**config.mk**
```make
export PLATFORM = sky130hd
export DESIGN_NAME = vx_csr_handler
export DESIGN_NICKNAME = d
export VERILOG_FILES = /design/src/design/vx_isa_pkg.sv /design/src/design/vx_pipe_pkg.sv /design/src/design/vx_csr_handler.sv
export VERILOG_INCLUDE_DIRS = /design/src /design/src/design
export SDC_FILE = /design/constraint.sdc
export NUM_CORES = 1
export LEC_CHECK = 0
export ABC_AREA = 1
export BUFFER_PORTS_ARGS = -buffer_cell sky130_fd_sc_hd__buf_2
export CORE_MARGIN = 2
export CORE_UTILIZATION = 25
export CTS_CLUSTER_SIZE = 12
export DETAILED_ROUTE_END_ITERATION = 6
export PLACE_DENSITY_LB_ADDON = 0.15
export SETUP_SLACK_MARGIN = 0.02
export SLEW_MARGIN = 15
export SYNTH_ARGS = -nofsm -noshare
export SYNTH_HDL_FRONTEND = slang
export SYNTH_SLANG_ARGS = --single-unit
```
**constraint.sdc**
```tcl
create_clock -name clk -period 3.1 [get_ports clk]
set_input_delay 0.93 -clock clk [delete_from_list [all_inputs] [get_ports clk]]
set_output_delay 0.93 -clock clk [all_outputs]
set_load 0.05 [all_outputs]
```
**src/design/vx_cfg.svh**
```systemverilog
`ifndef VX_CFG_SVH
`define VX_CFG_SVH

// Thread lanes per warp
`define NT 4

// Warps sharing the pipeline
`define NW 4
`define NW_BITS 2

// Architectural registers per lane
`define NR 32
`define REG_BITS 5

// Data path width
`define XLEN 32

`endif

```
**src/design/vx_isa_pkg.sv**
```systemverilog
package vx_isa_pkg;

	// Major opcodes
	localparam logic [6:0] OPC_LUI    = 7'b0110111;
	localparam logic [6:0] OPC_ALUI   = 7'b0010011;
	localparam logic [6:0] OPC_ALU    = 7'b0110011;
	localparam logic [6:0] OPC_LOAD   = 7'b0000011;
	localparam logic [6:0] OPC_STORE  = 7'b0100011;
	localparam logic [6:0] OPC_SYSTEM = 7'b1110011;

	localparam logic [2:0] F3_ADD   = 3'b000;
	localparam logic [2:0] F3_XOR   = 3'b100;
	localparam logic [2:0] F3_OR    = 3'b110;
	localparam logic [2:0] F3_AND   = 3'b111;
	localparam logic [2:0] F3_WORD  = 3'b010;
	localparam logic [2:0] F3_CSRRS = 3'b010;
	localparam logic [6:0] F7_SUB   = 7'b0100000;

	// Memory port idle code
	localparam logic [2:0] MEM_NONE = 3'b111;

	localparam logic [31:0] EBREAK_INST = 32'h0010_0073;

	// Read-only CSRs
	localparam logic [11:0] CSR_LANE_ID = 12'h020;
	localparam logic [11:0] CSR_WARP_ID = 12'h021;
	localparam logic [11:0] CSR_GTID    = 12'h022;
	localparam logic [11:0] CSR_CYCLE   = 12'hC00;

	typedef enum logic [3:0] {
		OP_NOP, OP_LUI, OP_ADDI, OP_ADD, OP_SUB, OP_AND,
		OP_OR, OP_XOR, OP_LW, OP_SW, OP_CSRR
	} op_e;

endpackage

```
**src/design/vx_pipe_pkg.sv**
```systemverilog
`include "vx_cfg.svh"

package vx_pipe_pkg;

	typedef logic [`XLEN-1:0] word_t;
	typedef word_t [`NT-1:0] lane_words_t;

	typedef struct packed {
		logic                 valid;
		logic [`NW_BITS-1:0]  warp_num;
		vx_isa_pkg::op_e      op;
		logic [`REG_BITS-1:0] rd;
		word_t                imm;
		logic [11:0]          csr_address;
		lane_words_t          rs1_data;
		lane_words_t          rs2_data;
	} de_t;

	typedef struct packed {
		logic                 valid;
		logic [`NW_BITS-1:0]  warp_num;
		logic [`REG_BITS-1:0] rd;
		logic                 wb_en;
		logic                 is_load;
		logic [2:0]           mem_read;
		logic [2:0]           mem_write;
		lane_words_t          result;
		lane_words_t          store_data;
	} em_t;

	typedef struct packed {
		logic                 valid;
		logic [`NW_BITS-1:0]  warp_num;
		logic [`REG_BITS-1:0] rd;
		logic                 wb_en;
		lane_words_t          data;
	} mw_t;

endpackage

```
**src/design/vx_csr_handler.sv**
```systemverilog
`timescale 1ns/1ps
`include "vx_cfg.svh"

module vx_csr_handler (
	input  logic                     clk,
	input  logic                     rst_n,
	input  logic [11:0]              csr_address,
	input  logic [`NW_BITS-1:0]      csr_warp_num,
	output vx_pipe_pkg::lane_words_t csr_data
);
	import vx_isa_pkg::*;

	logic [31:0] cycle_count;

	always_ff @(posedge clk) begin
		if (!rst_n)
			cycle_count <= '0;
		else
			cycle_count <= cycle_count + 32'd1;
	end

	always_comb begin
		for (int l = 0; l < `NT; l++) begin
			case (csr_address)
				CSR_LANE_ID: csr_data[l] = 32'(l);
				CSR_WARP_ID: csr_data[l] = 32'(csr_warp_num);
				CSR_GTID:    csr_data[l] = 32'(csr_warp_num) * 32'(`NT) + 32'(l);
				CSR_CYCLE:   csr_data[l] = cycle_count;
				default:     csr_data[l] = '0;
			endcase
		end
	end

endmodule

```
# After elaboration in Yosys (flattened, before gate mapping)
# Cells that the tools add are included.
[classes] n_addsub=4 eq_ne=4 muxes=4
[op_table] operator="32-bit one-hot mux with 4 select lines" n=3
[op_table] operator="32-bit one-hot mux with 3 select lines" n=1
[op_table] operator="12-bit by 6-bit equality test with 1-bit output (second input constant)" n=3
[op_table] operator="32-bit by 1-bit adder with 32-bit output (second input constant)" n=1
[op_table] operator="12-bit equality test (second input constant)" n=1
[op_table] operator="4-bit by 2-bit adder with 5-bit output (second input constant)" n=2
[op_table] operator="4-bit by 1-bit adder with 5-bit output (second input constant)" n=1
[totals] register_bits=32 in_bits=16 out_inout_bits=128 word_cells=13

# Depth between registers and ports, before layout
[logic_depth] word_depth=2 ltp_mapped=9 depth_no_buf=9

# Worst setup path before layout
# Ideal clock, no wire load.
[synth_path] path_kind="in2out" start="input csr_address[3]" end="output csr_data[102] (netlist bit)" arrival_time_ns=2.691 t_required_ns=2.170 path_slack_ns=-0.521 path_stages=7 path_buffers=2 path_cell_list="nor2_2 inv_2 nor3_4 nand2_2 buf_6 nor2_1 buf_4"
[synth_rtl] element="start, declared" line="vx_csr_handler.sv:7" text="input logic [11:0] csr_address,"
[synth_rtl] element="end, declared" line="vx_csr_handler.sv:9" text="output vx_pipe_pkg::lane_words_t csr_data"

==> impl_metrics.json <==
{
  "fin_skew_ns": 0.003702,
  "io_pins": 144,
  "ys_ff_latch": 32,
  "regMostFlops": "cycle_count",
  "crit_end": "csr_data[57]",
  "reg2reg_to": "cycle_count[30]$_SDFF_PN0_",
  "comb_power_share_pct": 5.3,
  "r2r_cells": 8,
  "gp_congestion": 0.8335,
  "timing.final.crit_share_pct": 98.60,
  "areaGrowthSynthToFinish_pct": 34.00,
  "gr-total-overflow": 0,
  "cts.sinks": 32,
  "yosysUniqueCellTypes": 25,
  "grt_pass1_vias": 2077,
  "start_util_pct": 25.43,
  "end_kind": "primary output",
  "placed_cell_area_um2": 3234,
  "syn_inst": 430,
  "hpwlAfterDp_um": 5427,
  "slew_violations": 0,
  "synth_warnings": 0,
  "wl_um": 6710,
  "clock_path_buffers": 2,
  "hold_depth": 1,
  "layout_commonest_cell": "buf_4",
  "wl_per_cell_um": 10.60,
  "critical_path.startpoint_type": "input pin",
  "yosysSeqAreaShare_pct": 23.34,
  "ff2ff_setup_slack_ns": 1.67,
  "cts_tree": "built",
  "setup_tns_ns": 0,
  "hold_class": "flop to flop",
  "post-route-util_pct": 34.08,
  "die_w_um": 108.8,
  "p_switching_w": 0.0001842,
  "cts_buffers": 5,
  "final_cell_mix": "buf_4 (85), nand2_1 (70), nor2_1 (57)",
  "drive_gt1_share_pct": 44.02,
  "worst_pin_slew_ns": 0.5117,
  "vias": 2539,
  "max_freq_mhz": 327.1,
  "ant_nets": 0,
  "vias_per_cell": 4.011,
  "drt_iter0_drc": 99,
  "rsz0062_at_grt": "yes",
  "slowest_delay_ns": 0.24,
  "grt_start_max_net_pins": 28,
  "swShare_pct": 23.13,
  "status": "finished, final reports clean",
  "r2r-start": "cycle_count[0]$_SDFF_PN0_",
  "cts_hold_buf": 0,
  "crit_arrival_ns": 2.13,
  "grt_antenna_before_repair": 0,
  "p_seq_share_pct": 52.4,
  "cp_cell_sequence": "buf_2 -> nor2_4 -> inv_2 -> nor3_4 -> nand2_4 -> buf_12 -> nor2_4 -> clkbuf_4",
  "remaining_drc_errors": 0,
  "cts_max_level": 2,
  "io_buffers": 143,
  "max-slew-margin-rel_pct": 65.88,
  "intPower_w": 0.0006121,
  "critPathMaxFanout": 18,
  "power_frac_clock_pct": 42.3,
  "drv_cap": 0,
  "crit_top_cell": "nor2_4",
  "dieHeight_um": 108.8,
  "cts.clk_slew.worst_paths_ns": 0.07,
  "yosys-top-cells-area": "buf_4 (25%), dfxtp_1 (23%), nor2_1 (11%)",
  "reg_top3": "cycle_count x32",
  "syn_area_per_cell_um2": 6.384,
  "power_leakage_nw": 1.605,
  "num_rows": 38,
  "critPathKind": "input pin to primary output",
  "finalNetCount": 509,
  "cts-root-buf": "clkbuf_8",
  "netlist_area_um2": 2745,
  "drtPass1Iterations": 4,
  "final_area_um2": 3679,
  "power_density_nw_per_um2": 216.5,
  "setup_viol": 0,
  "layout_setup_ws_ns": 0.04325,
  "period_needed_ns": 3.057,
  "synth_top_area_share_pct": 24.61,
  "fin_hold_ws_ns": 0.4657,
  "worst_path_max_delay_cell": "clkbuf_4",
  "track_usage_pct": 10.77,
  "syn-num-nets": 447,
  "synth_top_area_cell": "buf_4",
  "hold_viol": 0,
  "largest_reg_flops": 32,
  "required_ns": 2.17,
  "pre_cts_ws_ns": 0.006950,
  "grt_pass1_wl_um": 10090,
  "clk_latency_ns": 0.28,
  "die_area_um2": 11840,
  "cp-startpoint": "csr_address[3]",
  "core_um2": 10790,
  "ir_drop_mv": 0.1770,
  "n_antenna_cell": 0
}
through the flow:
stage	instances	total power [W]
after floorplan	430	0.0004494
after global placement	625	0.0004670
after detailed placement	625	0.0004684
after CTS	633	0.0008055
after global routing	633	0.0008294
final	633	0.0007963
worst min path at each step:
stage | start | endpoint | slack (ns)
detailed placement | cycle_count[0]$_SDFF_PN0_ | cycle_count[0]$_SDFF_PN0_ | 0.45
finish | cycle_count[0]$_SDFF_PN0_ | cycle_count[0]$_SDFF_PN0_ | 0.47
global placement | cycle_count[0]$_SDFF_PN0_ | cycle_count[0]$_SDFF_PN0_ | 0.45
floorplan | cycle_count[0]$_SDFF_PN0_ | cycle_count[0]$_SDFF_PN0_ | 0.43
CTS | cycle_count[0]$_SDFF_PN0_ | cycle_count[0]$_SDFF_PN0_ | 0.47
global route | cycle_count[0]$_SDFF_PN0_ | cycle_count[0]$_SDFF_PN0_ | 0.51
critical path: cells and delay by family:
| family | cells | cell delay (ns) |
|---|---|---|
| buffers and inverters | 4 | 0.61 |
| and+or+nand+nor | 4 | 0.57 |
power groups by stage:
stage | Clock [W] | Combinational, W | Sequential (W)
2_1_floorplan | 0 | 0.0000236 | 0.000426
3_3_place_gp | 0 | 0.0000404 | 0.000427
3_5_place_dp | 0 | 0.0000418 | 0.000427
4_1_cts | 0.000346 | 0.0000418 | 0.000417
5_1_grt | 0.000363 | 0.0000483 | 0.000418
6_report | 0.000337 | 0.0000424 | 0.000417
timing repair:
item | in CTS | in global routing
buffers inserted | 0 | 0
endpoints found under the hold margin | 0 | 0
gates resized for setup | 18 | 190
endpoints found under the setup margin | 35 | 122
logic make-up (layout without fill, tap and decap cells):
logic type | after synthesis | after routing | synth area share [%]
AOI/OAI and AO/OA | 37 | 37 | 7.201
xor gates and xnor gates | 1 | 1 | 0.3191
adders and majority gates | 1 | 1 | 0.4557
buffers and inverters | 145 | 208 | 33.00
DFF | 32 | 32 | 23.34
and+or+nand+nor | 214 | 214 | 35.69
area by class of cell:
cell class	instances	area (um2)
multi-input cells	253	1443
inverters	49	183.9
well taps	140	175.2
repair buffers	151	1146
clock buffers	8	90.09
fillers	1161	7114
flip-flops and latches	32	640.6
metal layers:
layer | vias up | part of all wire, % | GRT usage, %
li1 | 1359 | - | -
met1 | 1074 | 50 | 15.58
met2 | 100 | 43 | 16.38
met3 | 6 | 5.6 | 1.614
met4 | 0 | 1.4 | 3.297
met5 | - | 0 | 0
cells in the mapped netlist (all sizes together):
library cell,number
nor2,99
buf,94
nand2,79
inv,49
dfxtp,32
nand3,25
a21oi,24
o21ai,11
nor3,7
clkbuf,2
nand3b,2
nand4,2
o21a,2
ha,1
xor2,1
Note: power is estimated with default switching activity, not from simulation.
