===== src/design/vx_cfg.svh =====
`ifndef VX_CFG_SVH
`define VX_CFG_SVH

// Thread lanes per warp
`define NT 4

// Warps sharing the pipeline
`define NW 4
`define NW_BITS 2

// Architectural registers per lane
`define NR 32
`define REG_BITS 5

// Data path width
`define XLEN 32

`endif


===== src/design/vx_isa_pkg.sv =====
package vx_isa_pkg;

	// Major opcodes
	localparam logic [6:0] OPC_LUI    = 7'b0110111;
	localparam logic [6:0] OPC_ALUI   = 7'b0010011;
	localparam logic [6:0] OPC_ALU    = 7'b0110011;
	localparam logic [6:0] OPC_LOAD   = 7'b0000011;
	localparam logic [6:0] OPC_STORE  = 7'b0100011;
	localparam logic [6:0] OPC_SYSTEM = 7'b1110011;

	localparam logic [2:0] F3_ADD   = 3'b000;
	localparam logic [2:0] F3_XOR   = 3'b100;
	localparam logic [2:0] F3_OR    = 3'b110;
	localparam logic [2:0] F3_AND   = 3'b111;
	localparam logic [2:0] F3_WORD  = 3'b010;
	localparam logic [2:0] F3_CSRRS = 3'b010;
	localparam logic [6:0] F7_SUB   = 7'b0100000;

	// Memory port idle code
	localparam logic [2:0] MEM_NONE = 3'b111;

	localparam logic [31:0] EBREAK_INST = 32'h0010_0073;

	// Read-only CSRs
	localparam logic [11:0] CSR_LANE_ID = 12'h020;
	localparam logic [11:0] CSR_WARP_ID = 12'h021;
	localparam logic [11:0] CSR_GTID    = 12'h022;
	localparam logic [11:0] CSR_CYCLE   = 12'hC00;

	typedef enum logic [3:0] {
		OP_NOP, OP_LUI, OP_ADDI, OP_ADD, OP_SUB, OP_AND,
		OP_OR, OP_XOR, OP_LW, OP_SW, OP_CSRR
	} op_e;

endpackage


===== src/design/vx_fetch.sv =====
`timescale 1ns/1ps
`include "vx_cfg.svh"

module vx_fetch (
	input  logic                clk,
	input  logic                rst_n,
	input  logic [31:0]         icache_response_instruction,
	output logic [31:0]         icache_request_pc_address,
	output logic                fetch_valid,
	output logic [`NW_BITS-1:0] fetch_warp_num,
	output logic [31:0]         fetch_instruction,
	output logic                out_ebreak
);
	import vx_isa_pkg::*;

	logic [31:0]         pc [`NW];
	logic [`NW-1:0]      active;
	logic [`NW-1:0]      retire_mask;
	logic [`NW_BITS-1:0] last_warp;
	logic [`NW_BITS-1:0] next_warp;
	logic                issue;
	logic                is_ebreak;

	// Nearest active warp after the last one issued
	always_comb begin
		logic [`NW_BITS-1:0] cand;
		next_warp = last_warp;
		issue     = 1'b0;
		for (int i = `NW; i >= 1; i--) begin
			cand = last_warp + `NW_BITS'(i);
			if (active[cand]) begin
				next_warp = cand;
				issue     = 1'b1;
			end
		end
	end

	assign icache_request_pc_address = pc[next_warp];
	assign is_ebreak   = issue && (icache_response_instruction == EBREAK_INST);
	assign retire_mask = is_ebreak ? (`NW'(1) << next_warp) : '0;

	always_ff @(posedge clk) begin
		if (!rst_n) begin
			active      <= '1;
			last_warp   <= '1;
			fetch_valid <= 1'b0;
			out_ebreak  <= 1'b0;
			for (int w = 0; w < `NW; w++) begin
				pc[w] <= '0;
			end
		end else begin
			fetch_valid <= issue && !is_ebreak;
			active      <= active & ~retire_mask;
			if (issue) begin
				last_warp <= next_warp;
				// Retired warp keeps its PC
				if (!is_ebreak)
					pc[next_warp] <= pc[next_warp] + 32'd4;
			end
			if ((active & ~retire_mask) == '0)
				out_ebreak <= 1'b1;
		end
	end

	always_ff @(posedge clk) begin
		fetch_warp_num    <= next_warp;
		fetch_instruction <= icache_response_instruction;
	end

endmodule


===== config.mk =====
export PLATFORM = sky130hd
export DESIGN_NAME = vx_fetch
export DESIGN_NICKNAME = d
export VERILOG_FILES = /design/src/design/vx_isa_pkg.sv /design/src/design/vx_fetch.sv
export VERILOG_INCLUDE_DIRS = /design/src /design/src/design
export SDC_FILE = /design/constraint.sdc
export NUM_CORES = 1
export LEC_CHECK = 0
export BUFFER_PORTS_ARGS = -buffer_cell sky130_fd_sc_hd__buf_4
export CORE_MARGIN = 2
export CORE_UTILIZATION = 52
export CTS_BUF_LIST = sky130_fd_sc_hd__clkbuf_8 sky130_fd_sc_hd__clkbuf_16
export CTS_CLUSTER_DIAMETER = 200
export DETAILED_ROUTE_END_ITERATION = 10
export PLACE_DENSITY = 0.77
export RECOVER_POWER = 25
export SETUP_SLACK_MARGIN = 0.3
export SYNTH_ARGS = -nofsm -noshare
export SYNTH_HDL_FRONTEND = slang
export SYNTH_SLANG_ARGS = --single-unit
export TNS_END_PERCENT = 10

===== constraint.sdc =====
create_clock -name clk -period 4.4 [get_ports clk]
set_input_delay 0.66 -clock clk [delete_from_list [all_inputs] [get_ports clk]]
set_output_delay 0.66 -clock clk [all_outputs]
set_load 0.01 [all_outputs]

======== After elaboration in Yosys (flattened, before gate mapping) ========
Memory sizes are Yosys's and may differ from the RTL's.
Cells that the tools add are included.
storage, ports and cells
  register bits ........................... 42
  memory bits (writable) .................. 128
  input bits .............................. 34
  logic and storage cells ................. 48
  memories ................................ 1
memories
  memory  depth  bits a word  rd ports  clocked after memory_dff  write ports  line            RTL
  pc      4      32           1         0                         4            vx_fetch.sv:16  logic [31:0] pc [`NW];
cells by class
  $add $sub $neg .......................... 4
  magnitude comparators ................... 4
  equality and inequality tests ........... 1
  shifts and indexed selects .............. 1
  mux-type cells .......................... 24
  bitwise operators ....................... 2
  reductions and logical operators ........ 5
operators by type and width
  operator                                                                      number
  32-bit by 3-bit adder with 32-bit output, second input constant               1
  32-bit by 21-bit == test with 1-bit output, second input constant             1
  32-bit two-way mux                                                            1
  32-bit OR reduction                                                           1
  1-bit two-way mux                                                             14
  2-bit by 3-bit less-than comparator with 1-bit output, second input constant  4
  1-bit binary-select mux with 2-bit select                                     4
  2-bit two-way mux                                                             4
  2-bit adder, second input constant                                            2
  4-bit AND                                                                     1
  4-bit zero test                                                               1
  4-bit two-way mux                                                             1
  4-bit NOT                                                                     1
  1-bit by 2-bit left shift with 4-bit output, first input constant             1
  2-bit by 1-bit adder with 2-bit output, second input constant                 1
  1-bit logical AND                                                             2
  1-bit zero test                                                               1

======== Logic depth before layout (Yosys ltp) ========
Gate-level depths: netlist of run 1.
  depth in word-level cells ............... 13
  gate-level depth with buffers ........... 18
  depth with buffers taken out ............ 13

======== Worst setup path after synthesis of run 1 ========
No wires, ideal clock.
  path type ............................... register to register
  start point ............................. register active[2]
  end point ............................... memory pc[3][0], enable pin
  library setup time ...................... 0.470 ns
  arrival ................................. 3.703 ns
  data required time ...................... 3.930 ns
  setup slack ............................. 0.228 ns
  stages on the path, launching flop included .. 6
  buffers on the path ..................... 2
  period minus slack after synthesis ...... 4.172 ns
  cells stage by stage .................... dfxtp_1 > nor2_1 > o31a_2 > clkbuf_1 > clkbuf_1 > o31ai_1
RTL lines
  item                      line            RTL
  start: declaration        vx_fetch.sv:17  logic [`NW-1:0] active;
  start signal: assignment  vx_fetch.sv:53  active <= active & ~retire_mask;
  end: declaration          vx_fetch.sv:16

==> metrics.csv, run 1 <==
metric,value,unit
f_max,257,MHz
Placement Setup Slack,549,ps
Startpoint Class,flop,
Mean Syn Cell Area,11.6,um2
CP Data Required Time,4580,ps
"commonest non-fill, non-tap cell in the layout",nand2_1,
Leak,3.93,nW
final worst-path setup slack,513,ps
WP buf/inv,3,
fin nets,833,
final hold viol count,0,
Sw Pwr,1.50,mW
Iter 0 DRT Violations,673,
VDD IR-drop max,0.000292,V
total clock sinks,170,
Sequential Power Share,43.4,%
Rel. slew slack,8.25,%
Max stage delay on crit path,600,ps
CTS tree,built,
CP max stage cell,or4_4,
"Net Count, Synth",722,
"flops & latches, synth",170,
FP Rows,45,
Placeable Area,15100,um2
total grt overflow,0,
Die Height,128,um
Via density,5.75,
postcts setup bufs,0,
setup TNS,0,ps
crit path DAT,4070,ps
die area,16400,um2
endpoints failing setup,0,
Syn. warnings,0,
Num CTS Buffers,17,
outcome,finished clean,
period utilisation layout,88.3,%
diode count,0,
Root Driver,clkbuf_16,
post-synth cell types,63,
Async SR Flop Fraction,0,%
Max Cap Violations,0,
unrepaired setup endpoints after global routing,true,
CP endpoint kind,flop,
combinational power share,26.5,%
Main synth FF type,edfxtp_1,
Worst Skew,8.23,ps
Cells after Synth,687,
Hold Path Class,in2reg,
DRC Markers,0,
port buffer count,101,
leading area contributor after synthesis,edfxtp_1,
Die Span X,128,um
Area contributors post-synth,"edfxtp_1 (48%), mux2i_1 (12%), dfxtp_1 (11%), nand2_1 (6.3%), nor2_1 (3.1%)",
Int Power,3.15,mW
average wire per standard cell,18.6,um
Clk pwr share,30.2,%
maximum clock insertion buffer count,2,
post-route ant nets,0,
initial antenna violation count,0,
top cell type's share of synthesized area,48.1,%
first-pass GRT wire length,29800,um
fin crit period,3890,ps
worst slew pin tran,1360,ps
number of global-route vias before repair,5870,
Post-synth EDFFs,128,
Clock Pin Slew Worst Setup and Hold Paths,70,ps
Area Overhead vs Synth,17.0,%
CP top delay family,simple AND/OR/NAND/NOR gates,
Clock Latency Late Sink,430,ps
GRT Total Usage,23.7,%
most frequent cells in the layout,"nand2_1 (133), edfxtp_1 (128), mux2i_1 (97)",
switch share,32.2,%
WL final,18600,um
fin. max-slew vios,0,
CP Class,reg2reg,
share of layout cells above drive strength 1,17.3,%
register area share after synthesis,58.6,%
Synth Cell Area,7990,um2
gpl congestion,0.803,
largest net degree at the start of global routing,31,
# resized after CTS,0,
DPL Wire Length,12200,um
vias post-DR,5740,
fin util,61.9,%
CP Cell Sequence,"nor2_1, o21ai_1, o31a_2, inv_2, buf_4, nand2_1, nand2_1, inv_1, nand4_1, or4_4, or4_4, mux2i_1",
Initial Utilization,52.9,%
Crit Path Max Fanout,30,
# IOs,102,
total power,4.65,mW
cell area power density,497,nW/um2
TritonRoute pass-1 iters,5,
Hold Buf Count CTS,0,
H-tree depth,4,
## cell families after synthesis
logic type	synth area share, %
AND/OR/NAND/NOR	17.9
flip-flops	58.6
multiplexers	14.8
buffers and inverters	3.82
AO/OA/AOI/OAI	3.40
XOR/XNOR	1.21
adder cells (fa/ha/maj)	0.157
## Yosys cell counts, drive strengths merged (2+ instances only)
cell type	instances
a21oi	27
and2	7
and3	4
and4	5
buf	11
clkbuf	20
clkinv	3
dfxtp	42
edfxtp	128
inv	22
mux2	4
mux2i	101
mux4	4
nand2	134
nand3	18
nand4	10
nand4b	2
nor2	66
nor2b	6
nor3	8
nor4	13
nor4b	2
o21ai	9
o31a	2
or2	2
or3	8
or4	2
or4b	2
xnor2	9
xor2	2
## per-stage QoR
step	instances	hold WS [ps]	area, um2
CTS	999	321	9520
global route	999	342	9350
finish	999	359	9350
global placement	967	436	8970
floorplan	687	462	7990
detailed placement	967	443	8970
## layer usage
layer / global-route usage [%] / part of all wire (%)
met4: 8.73 / 2.0
met5: 0 / 0
met3: 5.30 / 7.5
met1: 29.2 / 40
met2: 40.9 / 50
## layout make-up
class	instances	area, um2
multi-input combinational	461	3000
timing repair buffer	123	782
fill	1221	5740
tap	188	235
sequential	170	4680
clock inverter	15	124
clock buffer	17	425
inverter	25	98.8
## power groups by stage
| stage | sequential (mW) | clock, mW | combinational, mW |
|---|---|---|---|
| floorplan | 2.05 | 0 | 0.800 |
| global route | 2.03 | 1.48 | 1.34 |
| CTS | 2.02 | 1.42 | 1.25 |
| detailed placement | 2.05 | 0 | 1.24 |
| finish | 2.02 | 1.40 | 1.23 |
| global placement | 2.04 | 0 | 1.21 |
## registers in the layout, summed over array words and instances (netlist names)
register / count
fetch_instruction: 32
fetch_warp_num: 2
fetch_valid: 1
pc: 128
last_warp: 2
active: 4
out_ebreak: 1
## worst paths after layout
kind | startpoint | to | slack [ps] | cells after the start
setup / recovery | active[0]$_SDFF_PN1_ | pc[2][31]$_SDFFCE_PN0P_ | 510 | 12
hold / removal | icache_response_instruction[3] | fetch_instruction[3]$_DFF_P_ | 360 | 1
setup reg to reg | active[0]$_SDFF_PN1_ | pc[2][31]$_SDFFCE_PN0P_ | 510 | 12
hold reg to reg | out_ebreak$_SDFFE_PN0N_ | out_ebreak$_SDFFE_PN0N_ | 450 | 2
Power figures use the tool's default switching activity.
==> run 2: changes to the inputs <==
- PLACE_DENSITY: 0.77 -> 0.76
- REMOVE_ABC_BUFFERS: default -> 1
==> metrics.csv, run 2 (same netlist as run 1, synthesis figures left out) <==
metric,value,unit
hold slack,352,ps
Max Cap Violations,0,
Int Power,3.21,mW
Clk pwr share,31.0,%
average wire per standard cell,19.3,um
CP Class,reg2reg,
endpoints failing setup,0,
share of layout cells above drive strength 1,17.0,%
WL final,19300,um
# IOs,102,
Clock Latency Late Sink,430,ps
first-pass GRT wire length,30600,um
fin crit period,4050,ps
FP Rows,45,
DPL Wire Length,12600,um
Placeable Area,15100,um2
fin util,62.1,%
worst slew pin tran,1300,ps
Num CTS Buffers,17,
Sw Pwr,1.49,mW
setup TNS,0,ps
port buffer count,101,
Worst Skew,7.83,ps
Hold Buf Count CTS,0,
Top reg by flops,pc,
total power,4.71,mW
Die Height,128,um
VDD IR-drop max,0.000295,V
period utilisation layout,91.9,%
crit path DAT,4230,ps
combinational power share,26.2,%
Leak,3.93,nW
Area Overhead vs Synth,17.2,%
die area,16400,um2
most frequent cells in the layout,"nand2_1 (133), edfxtp_1 (128), mux2i_1 (97)",
post-route ant nets,0,
Hold Path Class,in2reg,
CP Data Required Time,4580,ps
Via density,5.80,
outcome,finished clean,
cell area power density,502,nW/um2
hold path depth,1,
H-tree depth,4,
Sequential Power Share,42.9,%
unrepaired setup endpoints after global routing,true,
gpl congestion,0.834,
Iter 0 DRT Violations,494,
Startpoint Class,flop,
CP endpoint kind,flop,
Clock Pin Slew Worst Setup and Hold Paths,70,ps
largest net degree at the start of global routing,31,
CTS tree,built,
diode count,0,
fin nets,834,
Root Driver,clkbuf_16,
placed cells,967,
GRT Total Usage,24.4,%
vias post-DR,5800,
Largest register FFs,128,
Crit Path Max Fanout,30,
DRC Markers,0,
Rel. slew slack,13.1,%
total clock sinks,170,
total grt overflow,0,
switch share,31.7,%
post-route insts no fill,1000,
TritonRoute pass-1 iters,5,
Die Span X,128,um
Reg2Reg Depth,11,
final hold viol count,0,
biggest regs,"pc (128), fetch_instruction (32), active (4)",
Initial Utilization,52.9,%
number of global-route vias before repair,6030,
"commonest non-fill, non-tap cell in the layout",nand2_1,
f_max,247,MHz
maximum clock insertion buffer count,2,
initial antenna violation count,0,
fin. max-slew vios,0,
==> run 2: final cells by class <==
class                      instances  area, um2
clock buffer                      18        439
inverter                          25        110
multi-input combinational        461       2990
timing repair buffer             124        773
sequential                       170       4680
clock inverter                    14        135
tap                              188        235
fill                            1214       5720
==> run 2: worst paths after layout <==
check	startpoint	endpoint	slack (ps)
max	active[3]$_SDFF_PN1_	pc[3][31]$_DFFE_PP_	350
min	icache_response_instruction[29]	fetch_instruction[29]$_DFF_P_	350
max reg2reg	active[3]$_SDFF_PN1_	pc[3][31]$_DFFE_PP_	350
min reg2reg	out_ebreak$_SDFFE_PN0N_	out_ebreak$_SDFFE_PN0N_	450
==> run 2: power by group through the flow <==
stage | sequential [mW] | combinational (mW) | clock, mW
floorplan | 2.05 | 0.745 | 0
global placement | 2.04 | 1.20 | 0
detailed placement | 2.05 | 1.23 | 0
CTS | 2.02 | 1.24 | 1.47
global route | 2.03 | 1.34 | 1.52
finish | 2.02 | 1.23 | 1.46
==> run 2: metal layers <==
metal,GRT usage (%),share of wire [%],vias to the layer above
met2,42.3,52,225
met3,4.30,6.1,39
met5,0,0,-
li1,-,-,2694
met1,29.7,40,2842
met4,11.2,2.2,0
==> run 2: critical path, cell delays in order, from the launching register on <==
cell and delay [ps]:
dfxtp_1 360, nor2b_1 170, o21a_2 220, nor3_1 310, bufinv_8 340, buf_6 210
mux2i_1 160, mux2i_4 320, nand4_2 310, or4_4 620, or4_4 600, mux2i_1 140
==> run 2: per-stage QoR <==
step / area (um2) / setup slack (ps)
final: 9370 / 354
after global routing: 9370 / 181
after CTS: 9530 / 352
after detailed placement: 8950 / 412
after global placement: 8950 / 556
after floorplan: 7780 / 251
==> run 2: repair_timing <==
action	CTS	global route
buffers inserted	0	1
resized for setup	0	6
setup endpoints to repair	0	43
