[src/design/vx_cfg.svh]
`ifndef VX_CFG_SVH
`define VX_CFG_SVH

// Thread lanes per warp
`define NT 4

// Warps sharing the pipeline
`define NW 4
`define NW_BITS 2

// Architectural registers per lane
`define NR 32
`define REG_BITS 5

// Data path width
`define XLEN 32

`endif

[src/design/vx_isa_pkg.sv]
package vx_isa_pkg;

	// Major opcodes
	localparam logic [6:0] OPC_LUI    = 7'b0110111;
	localparam logic [6:0] OPC_ALUI   = 7'b0010011;
	localparam logic [6:0] OPC_ALU    = 7'b0110011;
	localparam logic [6:0] OPC_LOAD   = 7'b0000011;
	localparam logic [6:0] OPC_STORE  = 7'b0100011;
	localparam logic [6:0] OPC_SYSTEM = 7'b1110011;

	localparam logic [2:0] F3_ADD   = 3'b000;
	localparam logic [2:0] F3_XOR   = 3'b100;
	localparam logic [2:0] F3_OR    = 3'b110;
	localparam logic [2:0] F3_AND   = 3'b111;
	localparam logic [2:0] F3_WORD  = 3'b010;
	localparam logic [2:0] F3_CSRRS = 3'b010;
	localparam logic [6:0] F7_SUB   = 7'b0100000;

	// Memory port idle code
	localparam logic [2:0] MEM_NONE = 3'b111;

	localparam logic [31:0] EBREAK_INST = 32'h0010_0073;

	// Read-only CSRs
	localparam logic [11:0] CSR_LANE_ID = 12'h020;
	localparam logic [11:0] CSR_WARP_ID = 12'h021;
	localparam logic [11:0] CSR_GTID    = 12'h022;
	localparam logic [11:0] CSR_CYCLE   = 12'hC00;

	typedef enum logic [3:0] {
		OP_NOP, OP_LUI, OP_ADDI, OP_ADD, OP_SUB, OP_AND,
		OP_OR, OP_XOR, OP_LW, OP_SW, OP_CSRR
	} op_e;

endpackage

[src/design/vx_pipe_pkg.sv]
`include "vx_cfg.svh"

package vx_pipe_pkg;

	typedef logic [`XLEN-1:0] word_t;
	typedef word_t [`NT-1:0] lane_words_t;

	typedef struct packed {
		logic                 valid;
		logic [`NW_BITS-1:0]  warp_num;
		vx_isa_pkg::op_e      op;
		logic [`REG_BITS-1:0] rd;
		word_t                imm;
		logic [11:0]          csr_address;
		lane_words_t          rs1_data;
		lane_words_t          rs2_data;
	} de_t;

	typedef struct packed {
		logic                 valid;
		logic [`NW_BITS-1:0]  warp_num;
		logic [`REG_BITS-1:0] rd;
		logic                 wb_en;
		logic                 is_load;
		logic [2:0]           mem_read;
		logic [2:0]           mem_write;
		lane_words_t          result;
		lane_words_t          store_data;
	} em_t;

	typedef struct packed {
		logic                 valid;
		logic [`NW_BITS-1:0]  warp_num;
		logic [`REG_BITS-1:0] rd;
		logic                 wb_en;
		lane_words_t          data;
	} mw_t;

endpackage

[src/design/vx_forwarding.sv]
`timescale 1ns/1ps
`include "vx_cfg.svh"

module vx_forwarding (
	input  logic [`NW_BITS-1:0]      req_warp_num,
	input  logic [4:0]               req_rs1,
	input  logic [4:0]               req_rs2,
	input  vx_pipe_pkg::em_t         exe,
	input  vx_pipe_pkg::mw_t         mem,
	input  vx_pipe_pkg::mw_t         wb,
	output vx_pipe_pkg::lane_words_t fwd_rs1_data,
	output vx_pipe_pkg::lane_words_t fwd_rs2_data,
	output logic                     fwd_rs1_hit,
	output logic                     fwd_rs2_hit
);
	import vx_pipe_pkg::*;

	function automatic logic hits(input logic valid, input logic wb_en,
			input logic [`NW_BITS-1:0] warp, input logic [4:0] rd, input logic [4:0] rs);
		return valid && wb_en && (warp == req_warp_num) && (rd == rs) && (rd != 5'd0);
	endfunction

	// Youngest producer first
	function automatic logic pick(input logic [4:0] rs, output lane_words_t data);
		pick = 1'b1;
		if (hits(exe.valid, exe.wb_en, exe.warp_num, exe.rd, rs))
			data = exe.result;
		else if (hits(mem.valid, mem.wb_en, mem.warp_num, mem.rd, rs))
			data = mem.data;
		else if (hits(wb.valid, wb.wb_en, wb.warp_num, wb.rd, rs))
			data = wb.data;
		else begin
			data = '0;
			pick = 1'b0;
		end
	endfunction

	always_comb begin
		fwd_rs1_hit = pick(req_rs1, fwd_rs1_data);
		fwd_rs2_hit = pick(req_rs2, fwd_rs2_data);
	end

endmodule

[config.mk]
export PLATFORM = sky130hd
export DESIGN_NAME = vx_forwarding
export DESIGN_NICKNAME = d
export VERILOG_FILES = /design/src/design/vx_isa_pkg.sv /design/src/design/vx_pipe_pkg.sv /design/src/design/vx_forwarding.sv
export VERILOG_INCLUDE_DIRS = /design/src /design/src/design
export SDC_FILE = /design/constraint.sdc
export NUM_CORES = 1
export LEC_CHECK = 0
export ABC_AREA = 1
export BUFFER_PORTS_ARGS = -buffer_cell sky130_fd_sc_hd__clkbuf_2
export CORE_AREA = 2 2 318 320
export DETAILED_ROUTE_END_ITERATION = 10
export DIE_AREA = 0 0 320 322
export PLACE_DENSITY_LB_ADDON = 0.2
export REMOVE_ABC_BUFFERS = 1
export SETUP_SLACK_MARGIN = 0.05
export SYNTH_ARGS = -nofsm -noshare
export SYNTH_HDL_FRONTEND = slang
export SYNTH_SLANG_ARGS = --single-unit
[constraint.sdc]
create_clock -name vclk -period 2.4
set_input_delay 0.12 -clock vclk [all_inputs]
set_output_delay 0.12 -clock vclk [all_outputs]
set_load 0.1 [all_outputs]
**Word level (Yosys, flattened, before mapping)**

Index checks and enable logic that the tools add are counted.

- Input bits: 558
- Flip-flop bits (word level): 0
- Output and inout bits: 258

- Reduce and logical (&&, ||, !) cells: 21
- Multiplexer cells: 12
- Eq/ne operators: 9

Operator list:

| operator | number |
|---|---|
| 128-bit two-way mux | 6 |
| 5-bit equality test | 6 |
| 1-bit logical AND | 18 |
| 5-bit nonzero test | 3 |
| 2-bit equality test | 3 |
| 1-bit two-way mux | 6 |

**Logic depth before layout (Yosys ltp)**

Gate-level depths: netlist of run 1.

- Depth after elaboration: 7
- Gate-level depth with buffers: 13

**Worst setup path before layout of run 1**

No wires, ideal clock.

- Path kind: input -> output
- Start: input port req_warp_num[1]
- End: output port fwd_rs1_data[100] (netlist name)
- Stages: 10
- Slack: -0.044 ns
- Path buffers: 2
- Required time: 2.280 ns
- Arrival: 2.324 ns
- Cell sequence: inv_2 > or2_1 > nand3_1 > nor3_2 > nand2_1 > buf_2 > buf_2 > nor2_1 > nor2_1 > nor2_1

RTL lines:

| what | line | RTL |
|---|---|---|
| start, declared | vx_forwarding.sv:5 | `` input logic [`NW_BITS-1:0] req_warp_num, `` |
| end, declared | vx_forwarding.sv:11 | `output vx_pipe_pkg::lane_words_t fwd_rs1_data,` |

==> results of run 1 <==
[worst max-delay path: stages]
cell and delay [ps]:
clkbuf_2 100, inv_2 110, or2_1 110, nand3_1 100, nor3_4 240, nand2_2 370
buf_4 330, nor2_1 130, nor2_1 50, nor2_1 170, buf_12 200
[worst max path at each step]
stage	start	endpoint	cells past startpoint
final	req_warp_num[1]	fwd_rs1_data[53]	11
after floorplan	req_warp_num[0]	fwd_rs1_data[100]	7
after global placement	req_rs1[3]	fwd_rs1_data[119]	10
after detailed placement	req_warp_num[1]	fwd_rs1_data[78]	11
after CTS	req_warp_num[1]	fwd_rs1_data[119]	11
after global routing	req_warp_num[1]	fwd_rs1_data[123]	11
[power groups by stage]
stage                Clock, W  Combinational [W]  Sequential [W]
4_1_cts                     0            0.00145               0
3_3_place_gp                0            0.00144               0
2_1_floorplan               0           0.000577               0
3_5_place_dp                0            0.00145               0
5_1_grt                     0            0.00155               0
6_report       0.000000000391            0.00144               0
[layout make-up]
type	instances	area (um2)
fillers	11600	80100
diodes	7	17.5
multi-input cells	1885	7900
inverters	352	1330
well taps	1298	1620
repair buffers	791	8630
[per-layer routing]
layer | GRT usage | vias to the layer above | share of wire
met5 | 0 | - | 0.0022
met3 | 0.0473 | 53 | 0.10
li1 | - | 8456 | -
met4 | 0.0106 | 24 | 0.0073
met2 | 0.231 | 631 | 0.48
met1 | 0.162 | 7274 | 0.41
[per-stage QoR]
| step | util | total power (W) | TNS [ps] | instance area [um2] | std cells |
|---|---|---|---|---|---|
| floorplan | - | 0.000577 | -2060270 | 9160 | 2237 |
| global placement | 0.196 | 0.00144 | 0 | 19500 | 4326 |
| detailed placement | 0.196 | 0.00145 | 0 | 19500 | 4326 |
| CTS | 0.196 | 0.00145 | 0 | 19500 | 4326 |
| global route | 0.196 | 0.00155 | 0 | 19500 | 4326 |
| finish | 0.196 | 0.00144 | 0 | 19500 | 4333 |
[cells by family (layout without fill, tap and decap cells)]
family,count (synthesis),in the layout,synth area share
AOI/OAI and AO/OA,3,3,0.00234
and+or+nand+nor,1857,1857,0.749
buffers and inverters,542,1143,0.227
xor gates and xnor gates,25,25,0.0216
other,0,7,0
[timing repair]
| action | CTS | global route |
|---|---|---|
| endpoints found under the setup margin | 0 | 1 |
| gates resized for setup | 0 | 0 |
| hold buffers | 0 | 0 |
[cell usage in the layout (no fill, tap or decap)]
cell type,n
diode_2,7
nor2_4,5
nand3_1,480
or2_1,1
nand2_4,4
nand4_1,1
xor2_1,1
xnor2_1,24
o221ai_1,1
nand2_1,1169
buf_12,300
inv_6,1
inv_2,5
nor3_1,2
nor3_4,1
nand2_2,1
clkbuf_2,423
o211ai_1,2
buf_4,68
inv_4,1
inv_1,345
nor2_1,193
==> qor.yml, run 1 <==
outcome: "completed"
fp-row-count: 116
p_clk_frac: 0
fmax_mhz: 461
hpwlAfterDp_um: 58300
drc_errors: 0
pre_cts_ws_ps: 184
finalNetCount: 3588
routedWlPerCell_um: 16.7
period_needed_ps: 2170
wirelength_um: 72400
power_density_nw_per_um2: 73.9
post-route-worst-setup-slack_ps: 231
syn_inst: 2427
avgSynthCellArea_um2: 4.18
core_um2: 99600
grtUsageTotal: 0.133
pin_count: 816
peakVddDrop_uv: 62.2
maxSlewHeadroom: 0.648
viasPerCell: 3.79
hp-class: "in2out"
synth_most_common_cell: "nand2_1"
slew_viol_final: 0
start_util: 0.102
hold_viol: 0
cp.required_ps: 2280
regArea_um2: 0
hold_slack_ps: 635
rsz0062_at_grt: "true"
dr_total_vias: 16400
synth_area_um2: 10100
nFlopsAndLatches: 0
worstPathArrival_ps: 2050
routabilityCongestion: 0.843
crit_path_end_kind: "primary output"
critPathMaxFanout: 15
crit_path_start_kind: "input port"
dieArea_um2: 103000
holdPathStages: 4
ys_types: 19
drtIter0Drc: 1017
seqPwrFrac: 0
setup_viol: 0
postCtsSetupBuffers: 0
power.share.combinational: 1.000
antenna_found_initial: 22
grt_pass1_vias: 15800
die_w_um: 320
path_class: "in2out"
synth.top_cells.by_area: "nand2_1, nand3_1, inv_1"
netlist_top_cells_count: "nand2_1, nand3_1, inv_1"
swShare: 0.618
p_sw_w: 0.000890
post-route-period-util: 0.904
firstDrtPassIters: 8
port_buffers: 681
yosysSeqAreaShare: 0
layout-drive-gt1-share: 0.267
overflow: 0
drt.antenna.violating_nets: 0
holdCritStartpoint: "exe[211]"
die_height_um: 322
p_leak_nw: 11.7
yosys.area.top_type: "nand2_1"
tightest_slew_ps: 526
grt_max_degree: 64
ys_warn_count: 0
min_to: "fwd_rs2_data[83]"
grt_pass1_wl_um: 105000
synth_top_cell_area_share: 0.435
p_int_w: 0.000551
clock_buffer_count: 0
maxCapViolCount: 0
syn_to_final_growth_pct: 92.4
Note: power is estimated with default switching activity, not from simulation.
==> run 2: changes to the inputs <==
--- a/config.mk
+++ b/config.mk
@@ -9,4 +9,5 @@
 export ABC_AREA = 1
 export BUFFER_PORTS_ARGS = -buffer_cell sky130_fd_sc_hd__clkbuf_2
+export CAP_MARGIN = 20
 export CORE_AREA = 2 2 318 320
 export DETAILED_ROUTE_END_ITERATION = 10
==> constraint.sdc (replaced) <==
create_clock -name vclk -period 2.4
set_input_delay 0.12 -clock vclk [all_inputs]
set_output_delay 0.12 -clock vclk [all_outputs]
set_load 0.02 [all_outputs]
==> run 2 against run 1 <==
Net effect:
- first-iteration DRC count hardly changed
- routed wire length down 6.6%
- combinational power down 24%
- setup slack better by 97 ps
- die area unchanged
- maximum frequency rose by 4.7%
- sequential cell count unchanged
- global-route usage down 0.95 points
- critical path type unchanged
==> qor.yml, run 2 (same netlist as run 1, synthesis figures left out) <==
grtUsageTotal: 0.123
holdPathStages: 4
firstDrtPassIters: 5
dieArea_um2: 103000
start_util: 0.102
maxCapViolCount: 0
drt.antenna.violating_nets: 0
drtIter0Drc: 1016
finalNetCount: 3583
viasPerCell: 3.77
slew_viol_final: 0
outcome: "completed"
holdCritStartpoint: "exe[129]"
regArea_um2: 0
core_um2: 99600
postCtsSetupBuffers: 0
hp-class: "in2out"
wirelength_um: 67600
die_w_um: 320
nFlopsAndLatches: 0
power_density_nw_per_um2: 70.7
maxSlewHeadroom: 0.717
dr_total_vias: 16300
crit_path_start: "req_warp_num[0]"
num-fill-cells: 12100
worstPathArrival_ps: 1950
hpwlAfterDp_um: 55300
tightest_slew_ps: 424
path_class: "in2out"
routabilityCongestion: 0.824
critPathMaxFanout: 57
met2_length_um: 32700
met1_length_um: 29300
multi_input_area_um2: 7900
post-route-period-util: 0.863
pin_count: 816
clock_buffer_count: 0
layout-drive-gt1-share: 0.266
crit_path_end_kind: "primary output"
rsz0062_at_grt: "false"
grt_max_degree: 60
syn_to_final_growth_pct: 53.7
grt_pass1_vias: 15300
postCtsHoldBufs: 0
fp-row-count: 116
peakVddDrop_uv: 63.1
fmax_mhz: 483
post-route-util: 0.156
top_layer_used: "met5"
mostFrequentLayoutCells: "nand2_1, clkbuf_2, nand3_1"
period_needed_ps: 2070
routedWlPerCell_um: 15.6
grt_pass1_wl_um: 98600
die_height_um: 322
crit_path_start_kind: "input port"
antenna_found_initial: 22
setup_viol: 0
wl_met3_um: 5050
hold_viol: 0
layout_commonest_cell: "nand2_1"
p_total_w: 0.00110
port_buffers: 681
cts_resized: 0
overflow: 0
cp.required_ps: 2280
drc_errors: 0
p_leak_nw: 10.7
## run 2: changes by cell type in the layout (fill, tap and decap cells not counted), sizes merged
| cell | delta |
|---|---|
| clkbuf | +257 |
| buf | -262 |
| diode | +2 |
## run 2: power breakdown
part | switching (W) | leakage [nW] | internal (W)
combinational | 0.000651 | 10.7 | 0.000450
sequential | 0 | 0 | 0
clock | 0 | 0.0000570 | 0.000000000504
total | 0.000651 | 10.7 | 0.000450
## run 2: critical path: stages
cell and delay, ps:
clkbuf_2 80, inv_2 120, o221ai_1 130, nor2_1 300, nand2_4 220, inv_6 170, buf_12 240, nand2_1 90
nand2_1 160, clkbuf_2 200
## run 2: stage by stage
stage | hold slack [ps] | setup TNS [ps] | instance area (um2) | worst slack (ps) | instances
floorplan | 415 | -1910170 | 9160 | -7560 | 2237
global placement | 570 | 0 | 15600 | 314 | 4321
detailed placement | 571 | 0 | 15600 | 276 | 4321
CTS | 571 | 0 | 15600 | 276 | 4321
global route | 585 | 0 | 15600 | 154 | 4322
finish | 570 | 0 | 15600 | 328 | 4330
## run 2: area by class of cell
type | instances | area share
Inverter | 352 | 0.0853
Multi-Input combinational cell | 1885 | 0.507
Timing Repair Buffer | 786 | 0.302
Antenna cell | 9 | 0.00145
Tap cell | 1298 | 0.104
## run 2: final timing paths
check | endpoint
setup / recovery | fwd_rs2_data[10]
hold / removal | fwd_rs1_data[1]
## run 2: metal layers
metal / track usage / vias up
li1: - / 8451
met1: 0.157 / 7263
met2: 0.219 / 559
met3: 0.0275 / 40
met4: 0.0102 / 22
met5: 0 / -
==> run 3: changes to the inputs <==
BUFFER_PORTS_ARGS = default   (was -buffer_cell sky130_fd_sc_hd__clkbuf_2)
CORE_AREA = 2 2 317 319   (was 2 2 318 320)
DIE_AREA = 0 0 319 321   (was 0 0 320 322)
DONT_BUFFER_PORTS = 1   (was default)
==> run 3 against run 2 <==
Net effect:
- die area shrank 0.62%
- global-route usage is 1.2 points lower
- utilization shrank 3.5 points
- power decreased by 45%
- critical path type unchanged
- largest power group unchanged
- highest routed layer unchanged
==> qor.yml, run 3 (same netlist as run 1, synthesis figures left out) <==
pin_count: 816
dieArea_um2: 102000
crit_path_start_kind: "input port"
power_density_nw_per_um2: 50.4
p_int_w: 0.000188
fp-row-count: 116
die_height_um: 321
layout_commonest_cell: "nand2_1"
grt_pass1_vias: 12700
p_clk_frac: 0
critPathBufInv: 3
die_w_um: 319
drtIter0Drc: 950
grt_max_degree: 76
swShare: 0.691
postCtsSetupBuffers: 0
seqPwrFrac: 0
firstDrtPassIters: 5
mostFrequentLayoutCells: "nand2_1, nand3_1, inv_1"
nFlopsAndLatches: 0
p_leak_nw: 7.72
period_needed_ps: 1960
fmax_mhz: 511
peakVddDrop_uv: 44.1
hpwlAfterDp_um: 50100
postCtsHoldBufs: 0
drc_errors: 0
dr_total_vias: 13900
fin_area_um2: 12100
crit_path_end_kind: "primary output"
drt.antenna.violating_nets: 0
core_um2: 99300
critical_path.cell_chain: "inv_2 -> or2_1 -> nand3_1 -> nor3_4 -> buf_4 -> nand2_2 -> buf_4 -> nor2_1 -> nor2_1 -> nor2_1"
holdCritStartpoint: "exe[158]"
power.share.combinational: 1.000
tightest_slew_ps: 678
cpPeakStageDelay_ps: 320
viasPerCell: 3.82
num-fill-cells: 12000
post-route-period-util: 0.815
grtUsageTotal: 0.111
regArea_um2: 0
finalNetCount: 2895
post-route-worst-setup-slack_ps: 444
placed_area_um2: 12100
worstPathArrival_ps: 1840
cpMostUsedCell: "nor2_1"
grt_pass1_wl_um: 87100
cp.required_ps: 2280
hold_slack_ps: 418
pre_cts_ws_ps: 437
path_class: "in2out"
routedWlPerCell_um: 17.1
rsz0062_at_grt: "false"
slowest_stage: "nor2_1"
clock_buffer_count: 0
crit_family: "simple AND/OR/NAND/NOR gates"
p_sw_w: 0.000420
antenna_found_initial: 7
p_total_w: 0.000608
hp-class: "in2out"
hold_viol: 0
port_buffers: 0
syn_to_final_growth_pct: 18.9
maxSlewHeadroom: 0.548
crit_path_start: "req_warp_num[1]"
maxCapViolCount: 0
start_util: 0.102
slew_viol_final: 0
layout-drive-gt1-share: 0.0497
outcome: "completed"
overflow: 0
routabilityCongestion: 0.852
cts_resized: 0
critPathMaxFanout: 20
wirelength_um: 62200
setup_viol: 0
run 3: changes by cell type in the layout (fill, tap and decap cells not counted), sizes merged:
| cell | delta |
|---|---|
| clkbuf | -680 |
| buf | -8 |
| diode | -8 |
run 3: final cells by class:
type	count	area, um2	share of cell area
Multi-Input combinational cell	1885	7900	0.655
Tap cell	1298	1620	0.135
Inverter	352	1330	0.110
Timing Repair Buffer	98	1200	0.0994
Antenna cell	1	2.50	0.000208
run 3: layer usage:
metal / track usage / share of wire / wire length [um] / vias up
met5: 0 / 0.00090 / 56 / -
met3: 0.0343 / 0.088 / 5490 / 54
met1: 0.134 / 0.42 / 25900 / 6198
met4: 0.0258 / 0.028 / 1760 / 10
met2: 0.193 / 0.47 / 29000 / 574
li1: - / - / - / 7054
run 3: worst paths after layout:
path | end | slack (ps) | depth (start not counted)
worst min-delay path | fwd_rs2_data[30] | 420 | 2
worst max-delay path | fwd_rs1_data[36] | 440 | 10
run 3: stage by stage:
step | util | instances | TNS (ps)
6_report | 0.121 | 3634 | 0
5_1_grt | 0.121 | 3633 | 0
4_1_cts | 0.121 | 3633 | 0
3_5_place_dp | 0.121 | 3633 | 0
3_3_place_gp | 0.121 | 3633 | 0
2_1_floorplan | - | 2237 | -1910170
run 3: power by group through the flow:
stage,registers (W),logic [W],clock network (W)
floorplan,0,0.000377,0
global placement,0,0.000611,0
detailed placement,0,0.000613,0
CTS,0,0.000614,0
global route,0,0.000667,0
finish,0,0.000608,0.0000000000584
